--- config.mk ---
export PLATFORM = sky130hd
export DESIGN_NAME = rob_core
export DESIGN_NICKNAME = d
export VERILOG_FILES = /design/src/isa_pkg.sv /design/src/rob_pkg.sv /design/src/dispatch_stage.sv /design/src/reorder_buffer.sv /design/src/retire_stage.sv /design/src/rob_core.sv
export VERILOG_INCLUDE_DIRS = /design/src
export SDC_FILE = /design/constraint.sdc
export NUM_CORES = 2
export LEC_CHECK = 0
export BUFFER_PORTS_ARGS = -buffer_cell sky130_fd_sc_hd__buf_2
export CAP_MARGIN = 40
export CORE_ASPECT_RATIO = 0.75
export CORE_MARGIN = 8
export CORE_UTILIZATION = 35
export DETAILED_ROUTE_END_ITERATION = 8
export HOLD_SLACK_MARGIN = 0.08
export PLACE_DENSITY = 0.56
export SYNTH_ARGS = -nofsm -noshare
export SYNTH_HDL_FRONTEND = slang
export SYNTH_SLANG_ARGS = --single-unit
--- constraint.sdc ---
create_clock -name clock -period 39.3 [get_ports clock]
set_input_delay 5.895 -clock clock [delete_from_list [all_inputs] [get_ports clock]]
set_output_delay 5.895 -clock clock [all_outputs]
set_load 0.02 [all_outputs]
--- src/rob_core_defines.svh ---
/*
 * sizing and RV32 opcode constants shared by the rob_core sources;
 * include this before any package or module that needs them
 */
`ifndef ROB_CORE_DEFINES_SVH
`define ROB_CORE_DEFINES_SVH

//////////////////////////////
// buffer sizing
//////////////////////////////

// number of in-flight slots, any power of two works
`define ROB_DEPTH 16
// log2 of the depth, keep in step with the line above
`define ROB_TAG_W 4

//////////////////////////////
// RV32 major opcodes
//////////////////////////////

`define RV32_LOAD   7'b0000011
`define RV32_STORE  7'b0100011
`define RV32_OP_IMM 7'b0010011
`define RV32_OP     7'b0110011
`define RV32_JAL    7'b1101111
`define RV32_JALR   7'b1100111
`define RV32_LUI    7'b0110111
`define RV32_AUIPC  7'b0010111
// conditional branches, they never commit a register
`define RV32_BRANCH 7'b1100011

`endif

--- src/isa_pkg.sv ---
/*
 * instruction level types: opcode, register index, data word and
 * the kind of effect an instruction has when it commits
 */
package isa_pkg;

    // major opcode field of an RV32 instruction
    typedef logic [6:0] opcode_t;

    // architectural register number, x0 to x31
    typedef logic [4:0] reg_idx_t;

    // register or result value
    typedef logic [31:0] word_t;

    // what a commit does to architectural state
    //   KIND_NONE   branch or unrecognised opcode
    //   KIND_REG    writes the destination register
    //   KIND_STORE  value carries a store address
    typedef enum logic [1:0] {
        KIND_NONE  = 2'd0,
        KIND_REG   = 2'd1,
        KIND_STORE = 2'd2
    } commit_kind_t;

endpackage

--- src/rob_pkg.sv ---
/*
 * buffer level types of the re-order buffer: slot tags, wrap-bit
 * pointers and the state kept for each entry
 */
`include "rob_core_defines.svh"

package rob_pkg;

    // slot index handed out at dispatch
    typedef logic [`ROB_TAG_W-1:0] rob_tag_t;

    // slot index with an extra wrap bit on top
    typedef logic [`ROB_TAG_W:0] rob_ptr_t;

    // lifetime of a slot
    typedef enum logic [1:0] {
        ENTRY_EMPTY = 2'd0,
        ENTRY_BUSY  = 2'd1,
        ENTRY_READY = 2'd2
    } entry_state_t;

endpackage
--- src/dispatch_stage.sv ---
/*
 * input side of rob_core: one-entry holding register between the
 * instruction source and the ROB, classifies the opcode on entry
 */
`include "rob_core_defines.svh"

module dispatch_stage (
    input  logic                  clock,
    input  logic                  reset,
    input  logic                  flush,
    // instruction source
    input  logic                  insn_valid,
    output logic                  insn_ready,
    input  isa_pkg::opcode_t      insn_opcode,
    input  isa_pkg::reg_idx_t     insn_dest,
    // slot request towards the ROB
    output logic                  alloc_req,
    output isa_pkg::commit_kind_t alloc_kind,
    output isa_pkg::reg_idx_t     alloc_dest,
    input  logic                  alloc_grant
);
    import isa_pkg::*;

    //////////////////////////////
    // opcode classification
    //////////////////////////////

    function automatic commit_kind_t classify(input opcode_t opcode);
        case (opcode)
            `RV32_LOAD,
            `RV32_OP_IMM,
            `RV32_OP,
            `RV32_JAL,
            `RV32_JALR,
            `RV32_LUI,
            `RV32_AUIPC:  return KIND_REG;
            `RV32_STORE:  return KIND_STORE;
            // branches and unknown opcodes resolve outside this slice
            default:      return KIND_NONE;
        endcase
    endfunction

    //////////////////////////////
    // holding register
    //////////////////////////////

    // room when empty or when the held one leaves on this edge
    // nothing is taken in while a flush is wiping the pipe
    assign insn_ready = (!alloc_req || alloc_grant) && !flush;

    // occupancy flag
    always_ff @(posedge clock or posedge reset) begin
        if (reset) begin
            alloc_req <= 1'b0;
        end else if (flush) begin
            alloc_req <= 1'b0;
        end else if (insn_valid && insn_ready) begin
            alloc_req <= 1'b1;
        end else if (alloc_grant) begin
            alloc_req <= 1'b0;
        end
    end

    // kind and destination, loaded with each accepted instruction
    always_ff @(posedge clock) begin
        if (insn_valid && insn_ready) begin
            alloc_kind <= classify(insn_opcode);
            alloc_dest <= insn_dest;
        end
    end

    // a waiting request keeps its payload until the ROB grants it
    held_stable_a: assert property (@(posedge clock) disable iff (reset)
        alloc_req && !alloc_grant && !flush
        |=> alloc_req && $stable(alloc_kind) && $stable(alloc_dest))
        else $error("dispatch payload changed while waiting for grant");

endmodule

--- src/reorder_buffer.sv ---
/*
 * circular re-order buffer: allocates at the tail, takes completions
 * by tag, serves operand reads and frees finished entries at the head
 */
`include "rob_core_defines.svh"

module reorder_buffer (
    input  logic                  clock,
    input  logic                  reset,
    input  logic                  flush,
    // allocation from dispatch
    input  logic                  alloc_req,
    input  isa_pkg::commit_kind_t alloc_kind,
    input  isa_pkg::reg_idx_t     alloc_dest,
    output logic                  alloc_grant,
    output rob_pkg::rob_tag_t     alloc_tag,
    // completion, always accepted
    input  logic                  complete_valid,
    input  rob_pkg::rob_tag_t     complete_tag,
    input  isa_pkg::word_t        complete_value,
    // operand read by tag
    input  rob_pkg::rob_tag_t     read_tag,
    output logic                  read_ready,
    output isa_pkg::word_t        read_value,
    // oldest entry towards retire
    output logic                  head_valid,
    output isa_pkg::commit_kind_t head_kind,
    output isa_pkg::reg_idx_t     head_dest,
    output isa_pkg::word_t        head_value,
    input  logic                  head_take
);
    import isa_pkg::*;
    import rob_pkg::*;

    // per-slot storage
    entry_state_t state_q [`ROB_DEPTH];
    commit_kind_t kind_q  [`ROB_DEPTH];
    reg_idx_t     dest_q  [`ROB_DEPTH];
    word_t        value_q [`ROB_DEPTH];

    // pointers carry a wrap bit above the index
    rob_ptr_t head_ptr;
    rob_ptr_t tail_ptr;
    rob_tag_t head_idx;
    rob_tag_t tail_idx;
    logic     full;
    logic     empty;

    assign head_idx = head_ptr[`ROB_TAG_W-1:0];
    assign tail_idx = tail_ptr[`ROB_TAG_W-1:0];

    // same slot, wrap bits tell full from empty
    assign empty = (head_ptr == tail_ptr);
    assign full  = (head_idx == tail_idx) && (head_ptr[`ROB_TAG_W] != tail_ptr[`ROB_TAG_W]);

    //////////////////////////////
    // allocation
    //////////////////////////////

    // the tail slot is offered every cycle
    assign alloc_tag   = tail_idx;
    assign alloc_grant = alloc_req && !full && !flush;

    //////////////////////////////
    // operand read
    //////////////////////////////

    assign read_ready = (state_q[read_tag] == ENTRY_READY);
    // zero until the result is in
    assign read_value = read_ready ? value_q[read_tag] : '0;

    //////////////////////////////
    // head towards retire
    //////////////////////////////

    assign head_valid = !empty && (state_q[head_idx] == ENTRY_READY) && !flush;
    assign head_kind  = kind_q[head_idx];
    assign head_dest  = dest_q[head_idx];
    assign head_value = value_q[head_idx];

    //////////////////////////////
    // state and pointers
    //////////////////////////////

    // allocate, complete and free touch different slots, so all
    // three can land on the same edge
    always_ff @(posedge clock or posedge reset) begin
        if (reset) begin
            head_ptr <= '0;
            tail_ptr <= '0;
            for (int i = 0; i < `ROB_DEPTH; i++) begin
                state_q[i] <= ENTRY_EMPTY;
            end
        end else if (flush) begin
            // drop everything in flight
            head_ptr <= tail_ptr;
            for (int i = 0; i < `ROB_DEPTH; i++) begin
                state_q[i] <= ENTRY_EMPTY;
            end
        end else begin
            if (complete_valid) begin
                state_q[complete_tag] <= ENTRY_READY;
            end
            if (head_take) begin
                state_q[head_idx] <= ENTRY_EMPTY;
                head_ptr          <= head_ptr + 1'b1;
            end
            if (alloc_grant) begin
                state_q[tail_idx] <= ENTRY_BUSY;
                tail_ptr          <= tail_ptr + 1'b1;
            end
        end
    end

    // payload of each slot
    always_ff @(posedge clock) begin
        if (alloc_grant) begin
            kind_q[tail_idx] <= alloc_kind;
            dest_q[tail_idx] <= alloc_dest;
        end
        if (complete_valid) begin
            value_q[complete_tag] <= complete_value;
        end
    end

    //////////////////////////////
    // checks
    //////////////////////////////

    // execution side may only finish an instruction still in flight
    complete_busy_a: assert property (@(posedge clock) disable iff (reset)
        complete_valid |-> state_q[complete_tag] == ENTRY_BUSY)
        else $error("completion to tag %0d which is not busy", complete_tag);

    // retire must not pull an entry the buffer does not offer
    take_valid_a: assert property (@(posedge clock) disable iff (reset)
        head_take |-> head_valid)
        else $error("head taken while not valid");

endmodule

--- src/retire_stage.sv ---
/*
 * output side of rob_core: commit register with back-pressure and the
 * architectural register file written by register commits
 */
module retire_stage (
    input  logic                  clock,
    input  logic                  reset,
    // oldest finished entry from the ROB
    input  logic                  head_valid,
    input  isa_pkg::commit_kind_t head_kind,
    input  isa_pkg::reg_idx_t     head_dest,
    input  isa_pkg::word_t        head_value,
    output logic                  head_take,
    // commit port
    output logic                  commit_valid,
    input  logic                  commit_ready,
    output isa_pkg::commit_kind_t commit_kind,
    output isa_pkg::reg_idx_t     commit_dest,
    output isa_pkg::word_t        commit_value,
    // architectural read
    input  isa_pkg::reg_idx_t     arch_idx,
    output isa_pkg::word_t        arch_value
);
    import isa_pkg::*;

    // x0 is kept but never written
    word_t arch_q [32];

    // take when the commit register is free or draining now
    assign head_take = head_valid && (!commit_valid || commit_ready);

    //////////////////////////////
    // commit register
    //////////////////////////////

    always_ff @(posedge clock or posedge reset) begin
        if (reset) begin
            commit_valid <= 1'b0;
        end else if (head_take) begin
            commit_valid <= 1'b1;
        end else if (commit_ready) begin
            commit_valid <= 1'b0;
        end
    end

    always_ff @(posedge clock) begin
        if (head_take) begin
            commit_kind  <= head_kind;
            // dest only means something for register writers
            commit_dest  <= (head_kind == KIND_REG) ? head_dest : '0;
            commit_value <= head_value;
        end
    end

    //////////////////////////////
    // register file
    //////////////////////////////

    // written on the edge the commit loads, not when it is accepted
    always_ff @(posedge clock or posedge reset) begin
        if (reset) begin
            for (int i = 0; i < 32; i++) begin
                arch_q[i] <= '0;
            end
        end else if (head_take && head_kind == KIND_REG && head_dest != '0) begin
            arch_q[head_dest] <= head_value;
        end
    end

    // x0 keeps its reset zero
    assign arch_value = arch_q[arch_idx];

    // a stalled commit must not move under the consumer
    commit_hold_a: assert property (@(posedge clock) disable iff (reset)
        commit_valid && !commit_ready
        |=> commit_valid && $stable(commit_kind) && $stable(commit_dest)
            && $stable(commit_value))
        else $error("commit changed while stalled");

endmodule

--- src/rob_core.sv ---
/*
 * top of the ROB core slice: dispatch, re-order buffer and retire
 * wired to the external instruction, completion and commit ports
 */
module rob_core (
    input  logic                  clock,
    input  logic                  reset,
    input  logic                  flush,
    // instruction port
    input  logic                  insn_valid,
    output logic                  insn_ready,
    input  isa_pkg::opcode_t      insn_opcode,
    input  isa_pkg::reg_idx_t     insn_dest,
    // tag given to each dispatched instruction
    output logic                  issue_valid,
    output rob_pkg::rob_tag_t     issue_tag,
    // completion port
    input  logic                  complete_valid,
    input  rob_pkg::rob_tag_t     complete_tag,
    input  isa_pkg::word_t        complete_value,
    // operand read port
    input  rob_pkg::rob_tag_t     read_tag,
    output logic                  read_ready,
    output isa_pkg::word_t        read_value,
    // commit port
    output logic                  commit_valid,
    input  logic                  commit_ready,
    output isa_pkg::commit_kind_t commit_kind,
    output isa_pkg::reg_idx_t     commit_dest,
    output isa_pkg::word_t        commit_value,
    // architectural read port
    input  isa_pkg::reg_idx_t     arch_idx,
    output isa_pkg::word_t        arch_value
);
    import isa_pkg::*;

    // dispatch to ROB
    logic         alloc_req;
    commit_kind_t alloc_kind;
    reg_idx_t     alloc_dest;
    logic         alloc_grant;

    // ROB to retire
    logic         head_valid;
    commit_kind_t head_kind;
    reg_idx_t     head_dest;
    word_t        head_value;
    logic         head_take;

    // a grant is the moment a tag is handed out
    assign issue_valid = alloc_grant;

    dispatch_stage dispatch_i (
        .clock       (clock),
        .reset       (reset),
        .flush       (flush),
        .insn_valid  (insn_valid),
        .insn_ready  (insn_ready),
        .insn_opcode (insn_opcode),
        .insn_dest   (insn_dest),
        .alloc_req   (alloc_req),
        .alloc_kind  (alloc_kind),
        .alloc_dest  (alloc_dest),
        .alloc_grant (alloc_grant)
    );

    reorder_buffer rob_i (
        .clock          (clock),
        .reset          (reset),
        .flush          (flush),
        .alloc_req      (alloc_req),
        .alloc_kind     (alloc_kind),
        .alloc_dest     (alloc_dest),
        .alloc_grant    (alloc_grant),
        .alloc_tag      (issue_tag),
        .complete_valid (complete_valid),
        .complete_tag   (complete_tag),
        .complete_value (complete_value),
        .read_tag       (read_tag),
        .read_ready     (read_ready),
        .read_value     (read_value),
        .head_valid     (head_valid),
        .head_kind      (head_kind),
        .head_dest      (head_dest),
        .head_value     (head_value),
        .head_take      (head_take)
    );

    retire_stage retire_i (
        .clock        (clock),
        .reset        (reset),
        .head_valid   (head_valid),
        .head_kind    (head_kind),
        .head_dest    (head_dest),
        .head_value   (head_value),
        .head_take    (head_take),
        .commit_valid (commit_valid),
        .commit_ready (commit_ready),
        .commit_kind  (commit_kind),
        .commit_dest  (commit_dest),
        .commit_value (commit_value),
        .arch_idx     (arch_idx),
        .arch_value   (arch_value)
    );

endmodule

Word-level counts from Yosys, hierarchy flattened
Memory sizes are Yosys's and may differ from the RTL's.
Index checks and enable logic that the tools add are counted.
Widths: inputs -> output; s select.
{"block": "word_totals", "wordCells": 165, "register_bits": 1114, "memories": 3, "output_inout_bits": 111, "inputBits": 63, "ramBits": 624}
{"name": "rob_i.value_q", "depth": 16, "width": 32, "rd": 2, "rd_clocked_by_memory_dff": 0, "wr": 1, "line_no": "reorder_buffer.sv:39", "rtl": "word_t value_q [`ROB_DEPTH];"}
{"name": "rob_i.dest_q", "depth": 16, "width": 5, "rd": 1, "rd_clocked_by_memory_dff": 0, "wr": 1, "line_no": "reorder_buffer.sv:38", "rtl": "reg_idx_t dest_q [`ROB_DEPTH];"}
{"name": "rob_i.kind_q", "depth": 16, "width": 2, "rd": 1, "rd_clocked_by_memory_dff": 0, "wr": 1, "line_no": "reorder_buffer.sv:37", "rtl": "commit_kind_t kind_q [`ROB_DEPTH];"}
{"block": "classes", "add_sub_neg": 2, "eq_ne": 14, "magnitude_cmp": 10, "n_mux": 37, "n_bitwise": 15, "n_reduce_logical": 27}
{"op": "$bwmux 1024", "count": 1}
{"op": "$mux 32", "count": 10}
{"op": "$bmux 32 s5", "count": 1}
{"op": "$demux 32 s5", "count": 1}
{"op": "$and 16x16->16", "count": 2}
{"op": "$and 32x32->32", "count": 1}
{"op": "$not 16->16", "count": 2}
{"op": "$not 32->32", "count": 1}
{"op": "$or 16x16->16", "count": 2}
{"op": "$demux 2 s4", "count": 3}
{"op": "$eq 7x6->1 const B", "count": 3}
{"op": "$ge 5x5->1 const B", "count": 4}
{"op": "$not 4->5", "count": 4}
{"op": "$bmux 2 s4", "count": 2}
{"op": "$lt 5x1->1 const B", "count": 3}
{"op": "$eq 7x5->1 const B", "count": 2}
{"op": "$eq 7x7->1 const B", "count": 2}
{"op": "$logic_and 1x1->1", "count": 14}
{"op": "$mux 2", "count": 7}
{"op": "$ge 6x6->1 const B", "count": 2}
{"op": "$not 5->6", "count": 2}
{"op": "$add 5x1->5 const B", "count": 2}
{"op": "$mux 5", "count": 2}
{"op": "$mux 1", "count": 9}
{"op": "other kinds (16)", "count": 23}

Depth between registers and ports, before layout
{"block": "logic_depth", "ltp_word": 15, "depth_mapped": 13}

Modules after synthesis
Synthesis repeated with hierarchy kept, for this count alone.
{"block": "unflattened", "hier_cells": 4904, "area_unflattened_um2": 79211.0}
{"module": "retire_stage", "instances": 1, "area_each_um2": 48492.8, "cells_per_inst": 3494, "seq_area_each_um2": 26820.7}
{"module": "reorder_buffer", "instances": 1, "area_each_um2": 30390.4, "cells_per_inst": 1390, "seq_area_each_um2": 19789.0}
{"module": "dispatch_stage", "instances": 1, "area_each_um2": 327.8, "cells_per_inst": 20, "seq_area_each_um2": 235.2}

Worst setup path after synthesis
No wires, ideal clock.
{"block": "synth_path", "path_type": "input to output", "from": "input arch_idx[0]", "to": "output arch_value[10]", "path_buffers": 4, "required_time_ns": 33.405, "t_arrival_ns": 8.474, "cell_stages": 7, "slack_ns": 24.931, "path_cell_list": "clkbuf_1 buf_1 clkbuf_1 clkbuf_1 mux4_2 mux4_2 mux2_2"}
{"block": "synth_between", "elab_chain_cells": 4}
{"element": "start, declared", "line_no": "rob_core.sv:32", "rtl": "input isa_pkg::reg_idx_t arch_idx,"}
{"element": "$not 5->6 (not written as such)", "line_no": "retire_stage.sv:71", "rtl": "assign arch_value = arch_q[arch_idx];"}
{"element": "$bmux 32 s5", "line_no": "retire_stage.sv:71"}
{"element": "$mux 32 (not written as such) (2 in a row)", "line_no": "retire_stage.sv:71"}
{"element": "end, declared", "line_no": "rob_core.sv:33", "rtl": "output isa_pkg::word_t arch_value"}
No other way between the ends. The select of a mux whose other input is x is not followed.

Worst setup path after layout
{"block": "layout_path", "from": "input arch_idx[0]", "to": "output arch_value[18]"}
The elaborated chain is that of the path after synthesis.

==> Implementation_results.wiki <==
{| class="wikitable"
! Metric !! Value
|-
| Run status || completed
|-
| Number of buffers created by CTS || 188
|-
| Worst-skew pair later-pin latency || 0.86 ns
|-
| Worst IR drop on VDD || 0.0428 mV
|-
| Top Layer Used || met5
|-
| Slew margin rel. || 31.6%
|-
| Number of distinct library cell variants in the gate-level netlist after synthesis || 58
|-
| Part of the cycle the worst path needs || 39.4%
|-
| Max_cap viols || 0
|-
| Residual DRC count || 0
|-
| Global router's overall resource usage || 18.2%
|-
| Number of buffers on the longest clock path || 4
|-
| Metal2 WL || 102,000 um
|-
| Crit end category || output port
|-
| Total of warnings raised by yosys || 0
|-
| Hold WC Path Type || reg -> reg
|-
| Top cells by area, synth || dfrtp_1 (34%), edfxtp_1 (26%), mux4_2 (20%), mux2_2 (14%), clkbuf_1 (1.1%)
|-
| Violation count after the first detailed-route iteration || 3,294
|-
| Unrepaired setup endpoints after global routing || false
|-
| Number of optimization iterations in the first detailed-route pass || 7
|-
| H-tree depth reported by CTS || 4
|-
| Clock tree from TritonCTS || built
|-
| Horiz. Die Dim || 561 um
|-
| Transition time at the pin with the least slew margin || 1.03 ns
|-
| Core region area || 0.222 mm^2
|-
| Syn_area_per_cell || 18.5 um^2
|-
| Total nets after synthesis || 4,278
|-
| Setup Buffers After CTS || 0
|-
| Number of failing setup endpoints in the final timing report || 0
|-
| RR Endpoint || retire_i.arch_q[953]
|-
| Netlist area before placement || 0.0779 mm^2
|-
| Number of global-route vias before repair || 43,628
|-
| Worst setup path class || in -> out
|-
| Final routed wire length divided by cell count || 29.5 um
|-
| Cell accounting for the most synthesized area || dfrtp_1
|-
| Power density of the placed cells || 65.8 mW/mm^2
|-
| Detail Route Antenna Nets || 0
|-
| Initial standard-cell utilization of the core || 35.1%
|-
| Number of cell rows || 150
|-
| Launch instance of the worst register-to-register path || rob_i.head_ptr[1]
|-
| Register-to-Register Setup Slack || 33.51 ns
|-
| First-pass GRT wire length || 319,000 um
|-
| Largest clock skew in the final design || 0.0896 ns
|-
| EDFF count, synth || 670
|-
| Max frequency || 64.6 MHz
|-
| Startpoint class of the critical path || input port
|-
| Share of layout cells above drive strength 1 || 51.9%
|-
| Post-layout minimum cycle time || 15.49 ns
|-
| Worst EP arrival || 9.59 ns
|-
| Worst Reg2Reg Path Length in Cells || 11
|-
| Sum of routed wire length over all layers || 219,000 um
|-
| Required time at the worst-slack endpoint || 33.40 ns
|-
| Quantity of gates resized following cts || 0
|-
| HPWL after DPL || 125,000 um
|-
| Ys flop type || dfrtp_1
|-
| Pleak || 36.7 nW
|-
| Aggregate negative setup slack || 0 ns
|-
| Number of failing hold endpoints at the final stage || 0
|-
| PortBufs || 173
|-
| Root cell of the clock tree || clkbuf_16
|-
| Number of standard cells after synthesis || 4,207
|-
| Async set or reset register ratio after synthesis || 61.4%
|-
| Post-synthesis to final-layout area growth || 14.1%
|-
| Total power draw || 5.85 mW
|-
| Number of storage elements in the synthesis netlist || 1,738
|-
| Die height || 424 um
|-
| Total number of clock tree sinks || 1,738
|-
| Largest driver fanout on the critical path || 93
|-
| Clock slew at reported path FFs || 0.05 ns
|-
| Maximum number of pins on one net before global-route repair || 174
|-
| Met3 WL post-DR || 10,600 um
|-
| Worst Hold Path Cells || 0
|-
| Library cell with the highest instance count after synthesis || dfrtp_1
|-
| Die Area || 0.238 mm^2
|-
| Final Max Slew Viols || 0
|-
| # hold bufs at CTS || 0
|-
| Routability cong. || 0.753
|-
| Tightest hold margin || 0.372 ns
|-
| Number of placed I/O pins || 174
|-
| Endpoint of the worst hold path || retire_i.arch_q[1007]
|-
| Hold wc startpoint || retire_i.arch_q[1007]
|-
| Proportion of netlist area held by the largest area contributor || 34.3%
|-
| Total gr overflow || 0
|-
| Via count of the routed design || 41,177
|-
| Top post-synthesis cells by count || dfrtp_1 (1,068), mux2_2 (993), mux4_2 (676)
|-
| Number of antenna violations at the first check in global routing || 17
|-
| Proportion of synthesized chip area in sequential cells || 60.2%
|-
| Vias per inst || 5.55
|-
| Net count, final || 4,383
|-
| Post-route met1 wirelength || 99,900 um
|}
[cells by family (layout without fill, tap and decap cells)]
| logic type | after synthesis | in the layout | synth area share [%] |
|---|---|---|---|
| compound gates | 110 | 110 | 0.963 |
| flops | 1738 | 1738 | 60.2 |
| xor+xnor | 12 | 12 | 0.135 |
| buf+inv | 437 | 681 | 2.46 |
| simple gates | 193 | 193 | 1.65 |
| other cells | 0 | 4 | 0 |
| mux | 1709 | 1709 | 34.5 |
| fa+ha+maj | 8 | 8 | 0.129 |
[layout by cell type (no fill, tap or decap), drive strengths merged, types with 8 or more instances in the layout]
master / count
and2: 12
bufinv: 14
mux2: 1028
a31oi: 12
o21a: 13
ha: 8
nor2: 31
inv: 29
nor2b: 41
clkbuf: 258
mux4: 676
o21ai: 35
xnor2: 10
dfrtp: 1068
edfxtp: 670
nand2: 24
nor3: 12
nor4: 17
clkinv: 47
a211oi: 19
nand2b: 8
buf: 326
nand4: 17
[through the flow]
stage	util (%)	instances	instance area, um^2	worst slack (ns)
after global placement	36.8	7038	81600	23.44
after CTS	40.0	7415	88800	23.56
final	40.0	7419	88800	23.81
after floorplan	-	4207	77900	3.34
after global routing	40.0	7419	88800	23.43
after detailed placement	37.3	7086	82800	23.57
[routing by layer]
layer | track usage [%] | vias to the layer above
met2 | 28.8 | 1179
met3 | 2.99 | 355
met1 | 26.1 | 22804
li1 | - | 16837
met5 | 0 | -
met4 | 4.98 | 2
[how the worst max path moves through the flow]
stage	from	end	cells after the start
after floorplan	reset	dispatch_i.alloc_req	1
after global placement	arch_idx[0]	arch_value[20]	7
after detailed placement	arch_idx[0]	arch_value[18]	8
after CTS	arch_idx[0]	arch_value[16]	8
after global routing	arch_idx[0]	arch_value[18]	8
final	arch_idx[0]	arch_value[18]	8
[sequential cells by signal, summed over array words and instances (netlist names)]
register / count
retire_i.commit_kind: 2
dispatch_i.alloc_dest: 5
rob_i.tail_ptr: 5
retire_i.commit_dest: 5
dispatch_i.alloc_kind: 2
rob_i.head_ptr: 5
rob_i.state_q: 32
rob_i.dest_q: 80
rob_i.value_q: 512
retire_i.arch_q: 1024
retire_i.commit_valid: 1
retire_i.commit_value: 32
rob_i.kind_q: 32
dispatch_i.alloc_req: 1
[cell type report]
class | instances | area, um^2
fill | 19845 | 133000
clock buffer | 258 | 5300
antenna | 4 | 10.0
sequential | 1738 | 46900
timing repair buffer | 326 | 2850
clock inverter | 71 | 751
tap | 2964 | 3710
multi-input combinational | 2032 | 29200
inverter | 26 | 108
[critical path, cell delays in order]
cell and delay (ns):
buf_8 0.68, buf_12 0.61, buf_4 0.49, buf_12 0.30
mux4_2 0.55, mux4_2 0.48, mux2_2 0.31, buf_2 0.17
[report_power, final]
group	switching (mW)	internal, mW
combinational	0.853	0.725
clock	0.731	1.03
sequential	0.222	2.28
Note: power is estimated with default switching activity, not from simulation.
